### src/common/mul_pkg.sv
package mul_pkg;

  ////////////////////
  // Widths
  ////////////////////

  // Register width, RV64
  localparam int unsigned XLEN = 64;

  // Reorder buffer tag width and number of tags
  localparam int unsigned ROB_IDX_W = 3;
  localparam int unsigned ROB_DEPTH = 1 << ROB_IDX_W;

  typedef logic [ROB_IDX_W-1:0] rob_idx_t;

  ////////////////////
  // Opcodes
  ////////////////////

  // Multiplier control, one value per M-extension multiply
  typedef enum logic [3:0] {
    MULT_MUL     = 4'd0,
    MULT_MULH    = 4'd1,
    MULT_MULHSU  = 4'd2,
    MULT_MULHU   = 4'd3,
    MULT_MULW    = 4'd4,
    // Anything not decoded as a multiply
    MULT_ILLEGAL = 4'd15
  } mult_ctl_t;

  // Exception causes, mcause encoding
  typedef enum logic [3:0] {
    E_INSTR_ADDR_MISALIGNED = 4'd0,
    E_INSTR_ACCESS_FAULT    = 4'd1,
    E_ILLEGAL_INSTRUCTION   = 4'd2,
    E_BREAKPOINT            = 4'd3,
    E_LD_ADDR_MISALIGNED    = 4'd4,
    E_LD_ACCESS_FAULT       = 4'd5,
    E_ST_ADDR_MISALIGNED    = 4'd6,
    E_ST_ACCESS_FAULT       = 4'd7,
    E_ENV_CALL_UMODE        = 4'd8,
    E_ENV_CALL_SMODE        = 4'd9,
    E_ENV_CALL_MMODE        = 4'd11,
    E_INSTR_PAGE_FAULT      = 4'd12,
    E_LD_PAGE_FAULT         = 4'd13,
    E_ST_PAGE_FAULT         = 4'd15
  } except_code_t;

endpackage

### src/hw/mul_tag_tracker.sv
`timescale 1ns/10ps

module mul_tag_tracker (
  input  logic                            clk_i,
  input  logic                            rst_ni,
  input  logic                            flush_i,
  input  logic                            issue_i,
  input  mul_pkg::rob_idx_t               issue_idx_i,
  input  logic                            retire_i,
  input  mul_pkg::rob_idx_t               retire_idx_i,
  output logic [mul_pkg::ROB_DEPTH-1:0]   tag_busy_o
);

  import mul_pkg::*;

  logic [ROB_DEPTH-1:0] busy_q;
  logic [ROB_DEPTH-1:0] set_mask;
  logic [ROB_DEPTH-1:0] clr_mask;

  // One-hot set and clear masks
  always_comb begin : masks
    set_mask = '0;
    clr_mask = '0;
    if (issue_i) begin
      set_mask[issue_idx_i] = 1'b1;
    end
    if (retire_i) begin
      clr_mask[retire_idx_i] = 1'b1;
    end
  end

  ////////////////////
  // Busy bits
  ////////////////////

  // Issue and retire never hit the same tag
  // Issued tag is free, retired tag is busy
  always_ff @(posedge clk_i or negedge rst_ni) begin
    if (!rst_ni) begin
      busy_q <= '0;
    end else if (flush_i) begin
      busy_q <= '0;
    end else begin
      busy_q <= (busy_q & ~clr_mask) | set_mask;
    end
  end

  assign tag_busy_o = busy_q;

  // Result must belong to an outstanding issue
  a_retire_busy : assert property (@(posedge clk_i) disable iff (!rst_ni)
    retire_i |-> busy_q[retire_idx_i])
    else $error("tracker: tag %0d retired while free", retire_idx_i);

endmodule

### config.mk
export PLATFORM = sky130hd
export DESIGN_NAME = mul_tag_tracker
export DESIGN_NICKNAME = d
export VERILOG_FILES = /design/src/common/mul_pkg.sv /design/src/hw/mul_tag_tracker.sv
export SDC_FILE = /design/constraint.sdc
export NUM_CORES = 1
export LEC_CHECK = 0
export ABC_AREA = 1
export BUFFER_PORTS_ARGS = -buffer_cell sky130_fd_sc_hd__buf_4
export CAP_MARGIN = 20
export CORE_MARGIN = 5
export CORE_UTILIZATION = 32
export DETAILED_ROUTE_END_ITERATION = 16
export GPL_ROUTABILITY_DRIVEN = 0
export PLACE_DENSITY_LB_ADDON = 0.05
export SLEW_MARGIN = 20
export SYNTH_ARGS = -nofsm -noshare
export SYNTH_HDL_FRONTEND = slang
export SYNTH_SLANG_ARGS = --single-unit
### constraint.sdc
create_clock -name clk_i -period 2.05 [get_ports clk_i]
set_clock_uncertainty 0.15 [all_clocks]
set_input_delay 0.41 -clock clk_i [delete_from_list [all_inputs] [get_ports clk_i]]
set_output_delay 0.41 -clock clk_i [all_outputs]
set_load 0.02 [all_outputs]
==> metrics.txt <==
outcome complete, no violations; Post-synth top cells nand2_1 (26), dfrtp_1 (8), a21oi_2 (5), inv_1 (5); Yosys top cell by area dfrtp_1; Max-cap violations 0; power share of the clock group 33.8%; worst-margin pin slew 175.4 ps; area share of the largest cell type after synthesis 45.07%; Total Nets Final 96; Final Hold Viols 0; Max VDD drop around 0.23 mV; switching power of the nets 0.09433 mW; CTS sink cnt 8; fill cell count 136; footprint of the multi-input gates 201.4 sq um; RR Startpoint tag_busy_o[7]; unrepaired setup endpoints after global routing no; Routed Antenna Nets 0; vias 423; Die Area 2233 sq um; CTS buffer count 3; GRT Util Overall 11.08%; top-count cell post-synth nand2_1; Port Buffers 18; delay-heaviest family, CP flip-flops; Yosys reg bits 8; register cell area after layout 200.2 sq um; Die W 47.26 microns; starting density of the core 34.13%; sw frac 26.57%; Routed WL a little under 1000 microns; CP Data Required Time 1490 ps; synthesized netlist net count 73; antenna diode instance count 0; Final Setup Violations 0; Internal Power 0.2606 mW; crit path to tag_busy_o[1]; clk slew on worst S/H paths 50 ps; Comb power frac around a fifth; crit-path cells buf_4; clk root buf clkbuf_4; Bufs on Longest Clock Path 2; max reg flops 8; Setup Crit Path Kind reg2out; reg2reg path depth 2; Pwr Density 567.4 nW/um^2; vias per std cell 4.316; global-route wire length before repair 1642 microns; Crit path depth 1; core area around 1300 sq um; CTS tree built; Avg Cell Area, Syn 7.164 sq um; global route overflow 0; initial antenna violation count 0; clk_lat worst skew about 250 ps; sequential area share after synthesis 45.07%; Leakage 0.3212 nW; Synth cell types 11; EDFF count, synth 0; Final TNS setup 0 ps; Slew Limit Fails 0; slew margin rel. 88.30%; most common flop cell mapped by yosys dfrtp_1; part of the cycle the worst path needs 66.05%; min cycle time layout 1354 ps; CTS-repair resized insts 0; # DRC 0; Synth-to-Final Area Change 40.85%; Slowest cell on crit path dfrtp_1; starting DRC count in detailed routing 2; worst stage delay on the critical path 380 ps; Final HPWL DP 827.4 microns; vias in the first global route 416; die height 47.26 microns; number of detailed-route iterations in the first pass 3; largest net degree at the start of global routing 9; largest cells by area after synthesis dfrtp_1 (45%), nand2_1 (22%), a21oi_2 (9.9%); Reg power frac 46.7%; async set-reset flop share out of synthesis 100.0%; critical path endpoint category output port; standard-cell rows 13; FMAX 738.5 MHz; H-Tree Depth 1; crit start category flop; WP data arrival 790 ps; Inst Count DP 94; CP max FO 2; Yosys warnings 0; class of the worst hold path in2reg; r2r setup slk 1270 ps; Finished Layout Cells 98; Buf+Inv Stages, Crit Path 1; fin area 625.6 sq um; Post-Syn Instances 62; synthesized cell area 444.2 sq um; Top Ports 19; worst setup path startpoint tag_busy_o[1]; capture point of the worst reg-to-reg path tag_busy_o[7]; Wirelength per Cell slightly above 10 microns; placed inst area 593.1 sq um; layout cell share with drive strength beyond 1 40.96%
-- repair_timing --
item                                   in CTS  in global routing
endpoints found under the hold margin       8                  0
hold buffers                                1                  0
buffers inserted                            0                  0
-- worst min path at each step --
stage | slack, ps | start | depth (start not counted) | endpoint
2_1_floorplan | -40 | rst_ni | 0 | tag_busy_o[0]
3_3_place_gp | 90 | rst_ni | 1 | tag_busy_o[5]
3_5_place_dp | 90 | rst_ni | 1 | tag_busy_o[5]
4_1_cts | 230 | flush_i | 2 | tag_busy_o[2]
5_1_grt | 240 | flush_i | 2 | tag_busy_o[2]
6_report | 240 | flush_i | 2 | tag_busy_o[6]
-- metrics by stage --
stage               worst slack, ps  utilization [%]  hold slack [ps]  total power [mW]
global route                  674.0            48.08            242.4            0.3728
floorplan                      1057                -           -35.59            0.2024
finish                        695.9            48.08            236.5            0.3550
CTS                           687.3            48.08            233.5            0.3625
global placement              886.1            45.58            85.52            0.2372
detailed placement            884.3            45.58            85.95            0.2374
-- layer usage --
metal	part of all wire (%)	vias to the layer above	routed length, microns	GRT usage, %
li1	-	226	-	-
met1	46	176	458	13.79
met2	42	16	414	15.78
met3	8.0	5	80	2.299
met4	4.0	0	40	9.945
met5	0	-	0	0
-- power groups by stage --
stage	combinational, mW	clock, mW	sequential, mW
CTS	0.0706	0.126	0.166
global route	0.0784	0.128	0.166
detailed placement	0.0688	0	0.169
global placement	0.0688	0	0.168
floorplan	0.0274	0	0.175
finish	0.0693	0.120	0.166
-- final cells by class --
cell class / instances / share of cell area (%)
Multi-Input combinational cell: 43 / 32.20
Timing Repair Buffer: 19 / 23.20
Clock buffer: 3 / 3.600
Sequential cell: 8 / 32.00
Tap cell: 15 / 3.000
Inverter: 10 / 6.000
-- placed cells by master (no fill, tap or decap) --
master / n
dfrtp_1: 8
nor2_1: 4
clkbuf_4: 3
a21oi_1: 3
clkinv_1: 1
dlygate4sd3_1: 1
inv_1: 5
o21ai_1: 1
nand2_1: 26
nor2_2: 4
a21oi_2: 5
buf_4: 18
inv_2: 4
-- cell families after synthesis --
group | synth area share [%]
flops | 45.07
buf+inv | 9.575
compound gates | 14.36
simple gates | 30.98
(Power assumes the default switching activity.)
