===== config.mk =====
export PLATFORM = sky130hd
export DESIGN_NAME = mul_decoder
export DESIGN_NICKNAME = d
export VERILOG_FILES = /design/src/common/mul_pkg.sv /design/src/hw/mul_decoder.sv
export SDC_FILE = /design/constraint.sdc
export NUM_CORES = 1
export LEC_CHECK = 0
export ABC_AREA = 1
export CAP_MARGIN = 20
export CORE_AREA = 8 8 64 66
export DETAILED_ROUTE_END_ITERATION = 12
export DIE_AREA = 0 0 72 74
export DONT_BUFFER_PORTS = 1
export MAX_ROUTING_LAYER = met4
export PLACE_DENSITY = 0.31
export RECOVER_POWER = 25
export SLEW_MARGIN = 5
export SYNTH_ARGS = -nofsm -noshare
export SYNTH_HDL_FRONTEND = slang
export SYNTH_SLANG_ARGS = --single-unit

===== constraint.sdc =====
create_clock -name clk_i -period 2.2 [get_ports clk_i]
set_input_delay 0.33 -clock clk_i [delete_from_list [all_inputs] [get_ports clk_i]]
set_output_delay 0.33 -clock clk_i [all_outputs]
set_load 0.05 [all_outputs]

===== src/common/mul_pkg.sv =====
package mul_pkg;

  ////////////////////
  // Widths
  ////////////////////

  // Register width, RV64
  localparam int unsigned XLEN = 64;

  // Reorder buffer tag width and number of tags
  localparam int unsigned ROB_IDX_W = 3;
  localparam int unsigned ROB_DEPTH = 1 << ROB_IDX_W;

  typedef logic [ROB_IDX_W-1:0] rob_idx_t;

  ////////////////////
  // Opcodes
  ////////////////////

  // Multiplier control, one value per M-extension multiply
  typedef enum logic [3:0] {
    MULT_MUL     = 4'd0,
    MULT_MULH    = 4'd1,
    MULT_MULHSU  = 4'd2,
    MULT_MULHU   = 4'd3,
    MULT_MULW    = 4'd4,
    // Anything not decoded as a multiply
    MULT_ILLEGAL = 4'd15
  } mult_ctl_t;

  // Exception causes, mcause encoding
  typedef enum logic [3:0] {
    E_INSTR_ADDR_MISALIGNED = 4'd0,
    E_INSTR_ACCESS_FAULT    = 4'd1,
    E_ILLEGAL_INSTRUCTION   = 4'd2,
    E_BREAKPOINT            = 4'd3,
    E_LD_ADDR_MISALIGNED    = 4'd4,
    E_LD_ACCESS_FAULT       = 4'd5,
    E_ST_ADDR_MISALIGNED    = 4'd6,
    E_ST_ACCESS_FAULT       = 4'd7,
    E_ENV_CALL_UMODE        = 4'd8,
    E_ENV_CALL_SMODE        = 4'd9,
    E_ENV_CALL_MMODE        = 4'd11,
    E_INSTR_PAGE_FAULT      = 4'd12,
    E_LD_PAGE_FAULT         = 4'd13,
    E_ST_PAGE_FAULT         = 4'd15
  } except_code_t;

endpackage


===== src/hw/mul_decoder.sv =====
`timescale 1ns/10ps

module mul_decoder (
  input  logic                            clk_i,
  input  logic                            rst_ni,
  input  logic                            flush_i,
  input  logic                            valid_i,
  input  logic [31:0]                     instr_i,
  input  logic [mul_pkg::XLEN-1:0]        rs1_value_i,
  input  logic [mul_pkg::XLEN-1:0]        rs2_value_i,
  output logic                            ready_o,
  input  logic [mul_pkg::ROB_DEPTH-1:0]   tag_busy_i,
  input  logic                            exec_ready_i,
  output logic                            exec_valid_o,
  output mul_pkg::mult_ctl_t              ctl_o,
  output mul_pkg::rob_idx_t               rob_idx_o,
  output logic                            issue_o
);

  import mul_pkg::*;

  // Major opcodes and funct7 of the M extension
  localparam logic [6:0] OPC_OP     = 7'b0110011;
  localparam logic [6:0] OPC_OP_32  = 7'b0111011;
  localparam logic [6:0] F7_MULDIV  = 7'b0000001;

  logic [6:0] opcode;
  logic [2:0] funct3;
  logic [6:0] funct7;
  rob_idx_t   next_tag_q;

  // Instruction fields
  assign opcode = instr_i[6:0];
  assign funct3 = instr_i[14:12];
  assign funct7 = instr_i[31:25];

  // Multiply decode
  // Divide and remainder funct3 fall to illegal
  always_comb begin : decode
    ctl_o = MULT_ILLEGAL;
    if (funct7 == F7_MULDIV) begin
      if (opcode == OPC_OP) begin
        case (funct3)
          3'b000:  ctl_o = MULT_MUL;
          3'b001:  ctl_o = MULT_MULH;
          3'b010:  ctl_o = MULT_MULHSU;
          3'b011:  ctl_o = MULT_MULHU;
          default: ctl_o = MULT_ILLEGAL;
        endcase
      end else if (opcode == OPC_OP_32 && funct3 == 3'b000) begin
        ctl_o = MULT_MULW;
      end
    end
  end

  // Accept only with a free tag and room in the multiplier
  // No accept while flushing, the item would be dropped
  assign ready_o      = exec_ready_i & ~tag_busy_i[next_tag_q] & ~flush_i;
  assign issue_o      = valid_i & ready_o;
  assign exec_valid_o = issue_o;
  assign rob_idx_o    = next_tag_q;

  // Tag counter, wraps over all tags
  always_ff @(posedge clk_i or negedge rst_ni) begin
    if (!rst_ni) begin
      next_tag_q <= '0;
    end else if (flush_i) begin
      next_tag_q <= '0;
    end else if (issue_o) begin
      next_tag_q <= next_tag_q + rob_idx_t'(1);
    end
  end

  // Issued tag free now, marked busy by the tracker next cycle
  a_tag_free_on_issue : assert property (@(posedge clk_i) disable iff (!rst_ni || flush_i)
    issue_o |-> !tag_busy_i[rob_idx_o] ##1 tag_busy_i[$past(rob_idx_o)])
    else $error("decoder: tag %0d issued while busy", rob_idx_o);

  // Operands from the issue side must be known
  a_operands_known : assert property (@(posedge clk_i) disable iff (!rst_ni)
    issue_o |-> !$isunknown({rs1_value_i, rs2_value_i}))
    else $error("decoder: unknown operand on issue");

endmodule


==> impl_metrics.py <==
metrics = {
    "status": {
        "outcome": "completed",
    },
    "drt": {
        "drt-total-wl_um": 1440,
        "antenna_left": 0,
        "num_vias": 459,
        "drtPass1Iterations": 4,
        "drc_errors": 0,
        "post_drt_wl_per_cell_um": 11.34,
        "vias_per_cell": 3.614,
        "drt_iter0_drc": 12,
    },
    "worst_hold_path": {
        "holdCritPathClass": "input port to flop",
        "min_to": "rob_idx_o[0]$_DFFE_PN0P_",
        "hp-start": "valid_i",
        "worstHoldPathCells": 2,
    },
    "pwr": {
        "power_frac_comb": 0.244,
        "power_density_nw_per_um2": 366.7,
        "ir_drop_mv": 0.2116,
        "p_clk_frac": 0.446,
        "p_leak_nw": 0.2980,
        "net-switching-power_mw": 0.06643,
        "p_int_mw": 0.1442,
        "power_frac_seq": 0.310,
        "power.share.switching": 0.3154,
    },
    "worst_setup_path": {
        "crit_buf_inv": 3,
        "criticalPathCategory": "flop to primary output",
        "crit_slowest_cell": "dfrtp_2",
        "crit_family": "flip-flops",
        "cp.arrival_ps": 1690,
        "cp.required_ps": 1870,
        "path_cells": "inv_2, nand2_1, nand3_1, nand2_2, a21boi_2, nand2_1, inv_1, buf_4",
        "r2r_slack_ps": 780,
        "start_kind": "flop",
        "cp_common_cell": "nand2_1",
        "r2r_cells": 9,
        "r2r-end": "rob_idx_o[1]$_DFFE_PN0P_",
        "crit_path_end_kind": "primary output",
        "reg2reg_from": "rob_idx_o[0]$_DFFE_PN0P_",
        "crit_path_max_incr_delay_ps": 550,
        "worstPathMaxFanout": 8,
    },
    "global_route": {
        "grt_pass1_vias": 507,
        "overflow": 0,
        "grt_usage": 0.05806,
        "antenna_found_initial": 0,
        "grt_pass1_wl_um": 2366,
        "grt_max_degree": 9,
    },
    "final_layout": {
        "area.growth.synth_to_final_pct": 29.30,
        "largest_register_ff_count": 3,
        "drive_above_1_share": 0.2222,
        "final_nets": 256,
        "finalInstanceArea_um2": 574.3,
        "diodes": 0,
    },
    "run": {
        "drv_cap": 0,
    },
    "cts": {
        "htreeDepth": 1,
        "post-cts-setup-buffer-count": 0,
        "clock_sinks": 3,
        "numCtsBuffers": 3,
        "clk_latency_ps": 230,
        "tritoncts": "built",
        "cts_hold_buf": 1,
        "cts_buffer_depth": 2,
        "cts.clk_slew.worst_paths_ps": 40,
        "root_buffer": "clkbuf_4",
        "ctsResizeCount": 0,
    },
    "synthesis": {
        "synthDistinctLibCells": 20,
        "syn-cell-area_um2": 444.2,
        "netlist_top_cells_area": "dfrtp_1 17%, nand2_1 17%, inv_1 14%, nand3_1 6.8%, nand2_2 5.6%",
        "ys_seq_area_frac": 0.1690,
        "yosys.area.top_type_share": 0.1690,
        "synth_top_area_cell": "dfrtp_1",
        "synth_seq_cells": 3,
        "postSynthCellCount": 73,
        "avgSynthCellArea_um2": 6.085,
        "syn-num-nets": 247,
        "ys_warn_count": 0,
    },
    "sta": {
        "slew_headroom": 0.6731,
        "rsz0062_at_grt": "no",
        "setup_tns_ps": 0,
        "fin_worst_skew_ps": 0.6402,
        "maxSlewViolCount": 0,
        "setup_viol_count_final": 0,
        "hold_viol": 0,
        "min_period_over_period": 0.9164,
        "min_period_ps": 2016,
        "worst_slew_pin_slew_ps": 491.7,
        "setup_ws_ps": 183.9,
        "clock.fmax_ghz": 0.4960,
    },
    "die": {
        "dieArea_um2": 5328,
        "ios": 183,
        "core_area_um2": 3179,
        "die_x_um": 72,
        "row_count": 21,
        "initial_core_util": 0.1397,
        "die_h_um": 74,
    },
    "placed_design": {
        "dpl.hpwl_um": 1315,
        "routabilityCongestion": 0.7042,
        "io_buffers": 0,
        "pre_cts_ws_ps": 382.2,
        "dpl_cell_area_um2": 538.0,
    },
}
[placed cells by master, fill, tap and decap left out, types with 2 or more instances in the layout]
cell type	n
o21ai_0	3
clkbuf_4	3
nand4_1	4
or2_1	2
inv_1	16
buf_4	3
nor2_1	4
dfrtp_1	2
nand2_1	20
nand2_2	4
nand3_1	6
[layout make-up]
cell class | instances | area [µm²]
fill | 366 | 2605
multi-input combinational | 52 | 297.8
sequential | 3 | 76.32
inverter | 17 | 63.81
tap | 46 | 57.56
timing repair buffer | 5 | 52.55
clock buffer | 4 | 26.28
[worst max-delay path by stage]
stage	slack (ps)	end	cells past startpoint	startpoint
final	180	ready_o	8	rob_idx_o[0]$_DFFE_PN0P_
after global routing	10	issue_o	9	rob_idx_o[0]$_DFFE_PN0P_
after CTS	130	issue_o	9	rob_idx_o[0]$_DFFE_PN0P_
after detailed placement	380	issue_o	9	rob_idx_o[0]$_DFFE_PN0P_
after global placement	370	issue_o	9	rob_idx_o[0]$_DFFE_PN0P_
after floorplan	120	issue_o	7	rob_idx_o[1]$_DFFE_PN0P_
[per-stage QoR]
step / util / total power, mW / std cells / hold slack [ps]
after floorplan: - / 0.1056 / 73 / 34.41
after global placement: 0.1692 / 0.1167 / 122 / 34.55
after detailed placement: 0.1692 / 0.1171 / 122 / 34.56
after CTS: 0.1806 / 0.2199 / 127 / 259.7
after global routing: 0.1806 / 0.2282 / 127 / 278.9
final: 0.1806 / 0.2106 / 127 / 266.9
[Yosys cell counts (all sizes together)]
cell and n:
dfrtp 3, or2 2, a21boi 1, xor2 1, nor3 2, o21ai 3
nor2 4, nor4 1, buf 1, nand3b 1, inv 17, nand2 25
nand4 5, nand3 6, ha 1
[per-layer routing]
layer / part of all wire / vias up / GRT usage
met4: 0.0069 / 0 / 0.03401
met3: 0.019 / 2 / 0.004043
met2: 0.55 / 8 / 0.09717
li1: - / 245 / -
met5: 0 / - / -
met1: 0.42 / 204 / 0.06739
[worst register-to-register path: cells and delay by family, from the launching register on]
family / cells / cell delay, ps
buf+inv: 1 / 140
flops: 1 / 590
simple gates: 8 / 560
[power by group through the flow]
stage / sequential (mW) / combinational (mW) / clock (mW)
floorplan: 0.0660 / 0.0395 / 0
global placement: 0.0668 / 0.0499 / 0
detailed placement: 0.0668 / 0.0504 / 0
CTS: 0.0660 / 0.0526 / 0.101
global route: 0.0664 / 0.0588 / 0.103
finish: 0.0653 / 0.0514 / 0.0939
[logic make-up (layout without fill, tap and decap cells)]
group,count (synthesis),in the layout,share of synthesized area
DFF,3,3,0.1690
adders and majority gates,1,1,0.02816
and+or+nand+nor,46,46,0.5633
AOI/OAI and AO/OA,4,4,0.05914
xor gates and xnor gates,1,1,0.01972
buffers and inverters,18,26,0.1606
(Power assumes the default switching activity.)
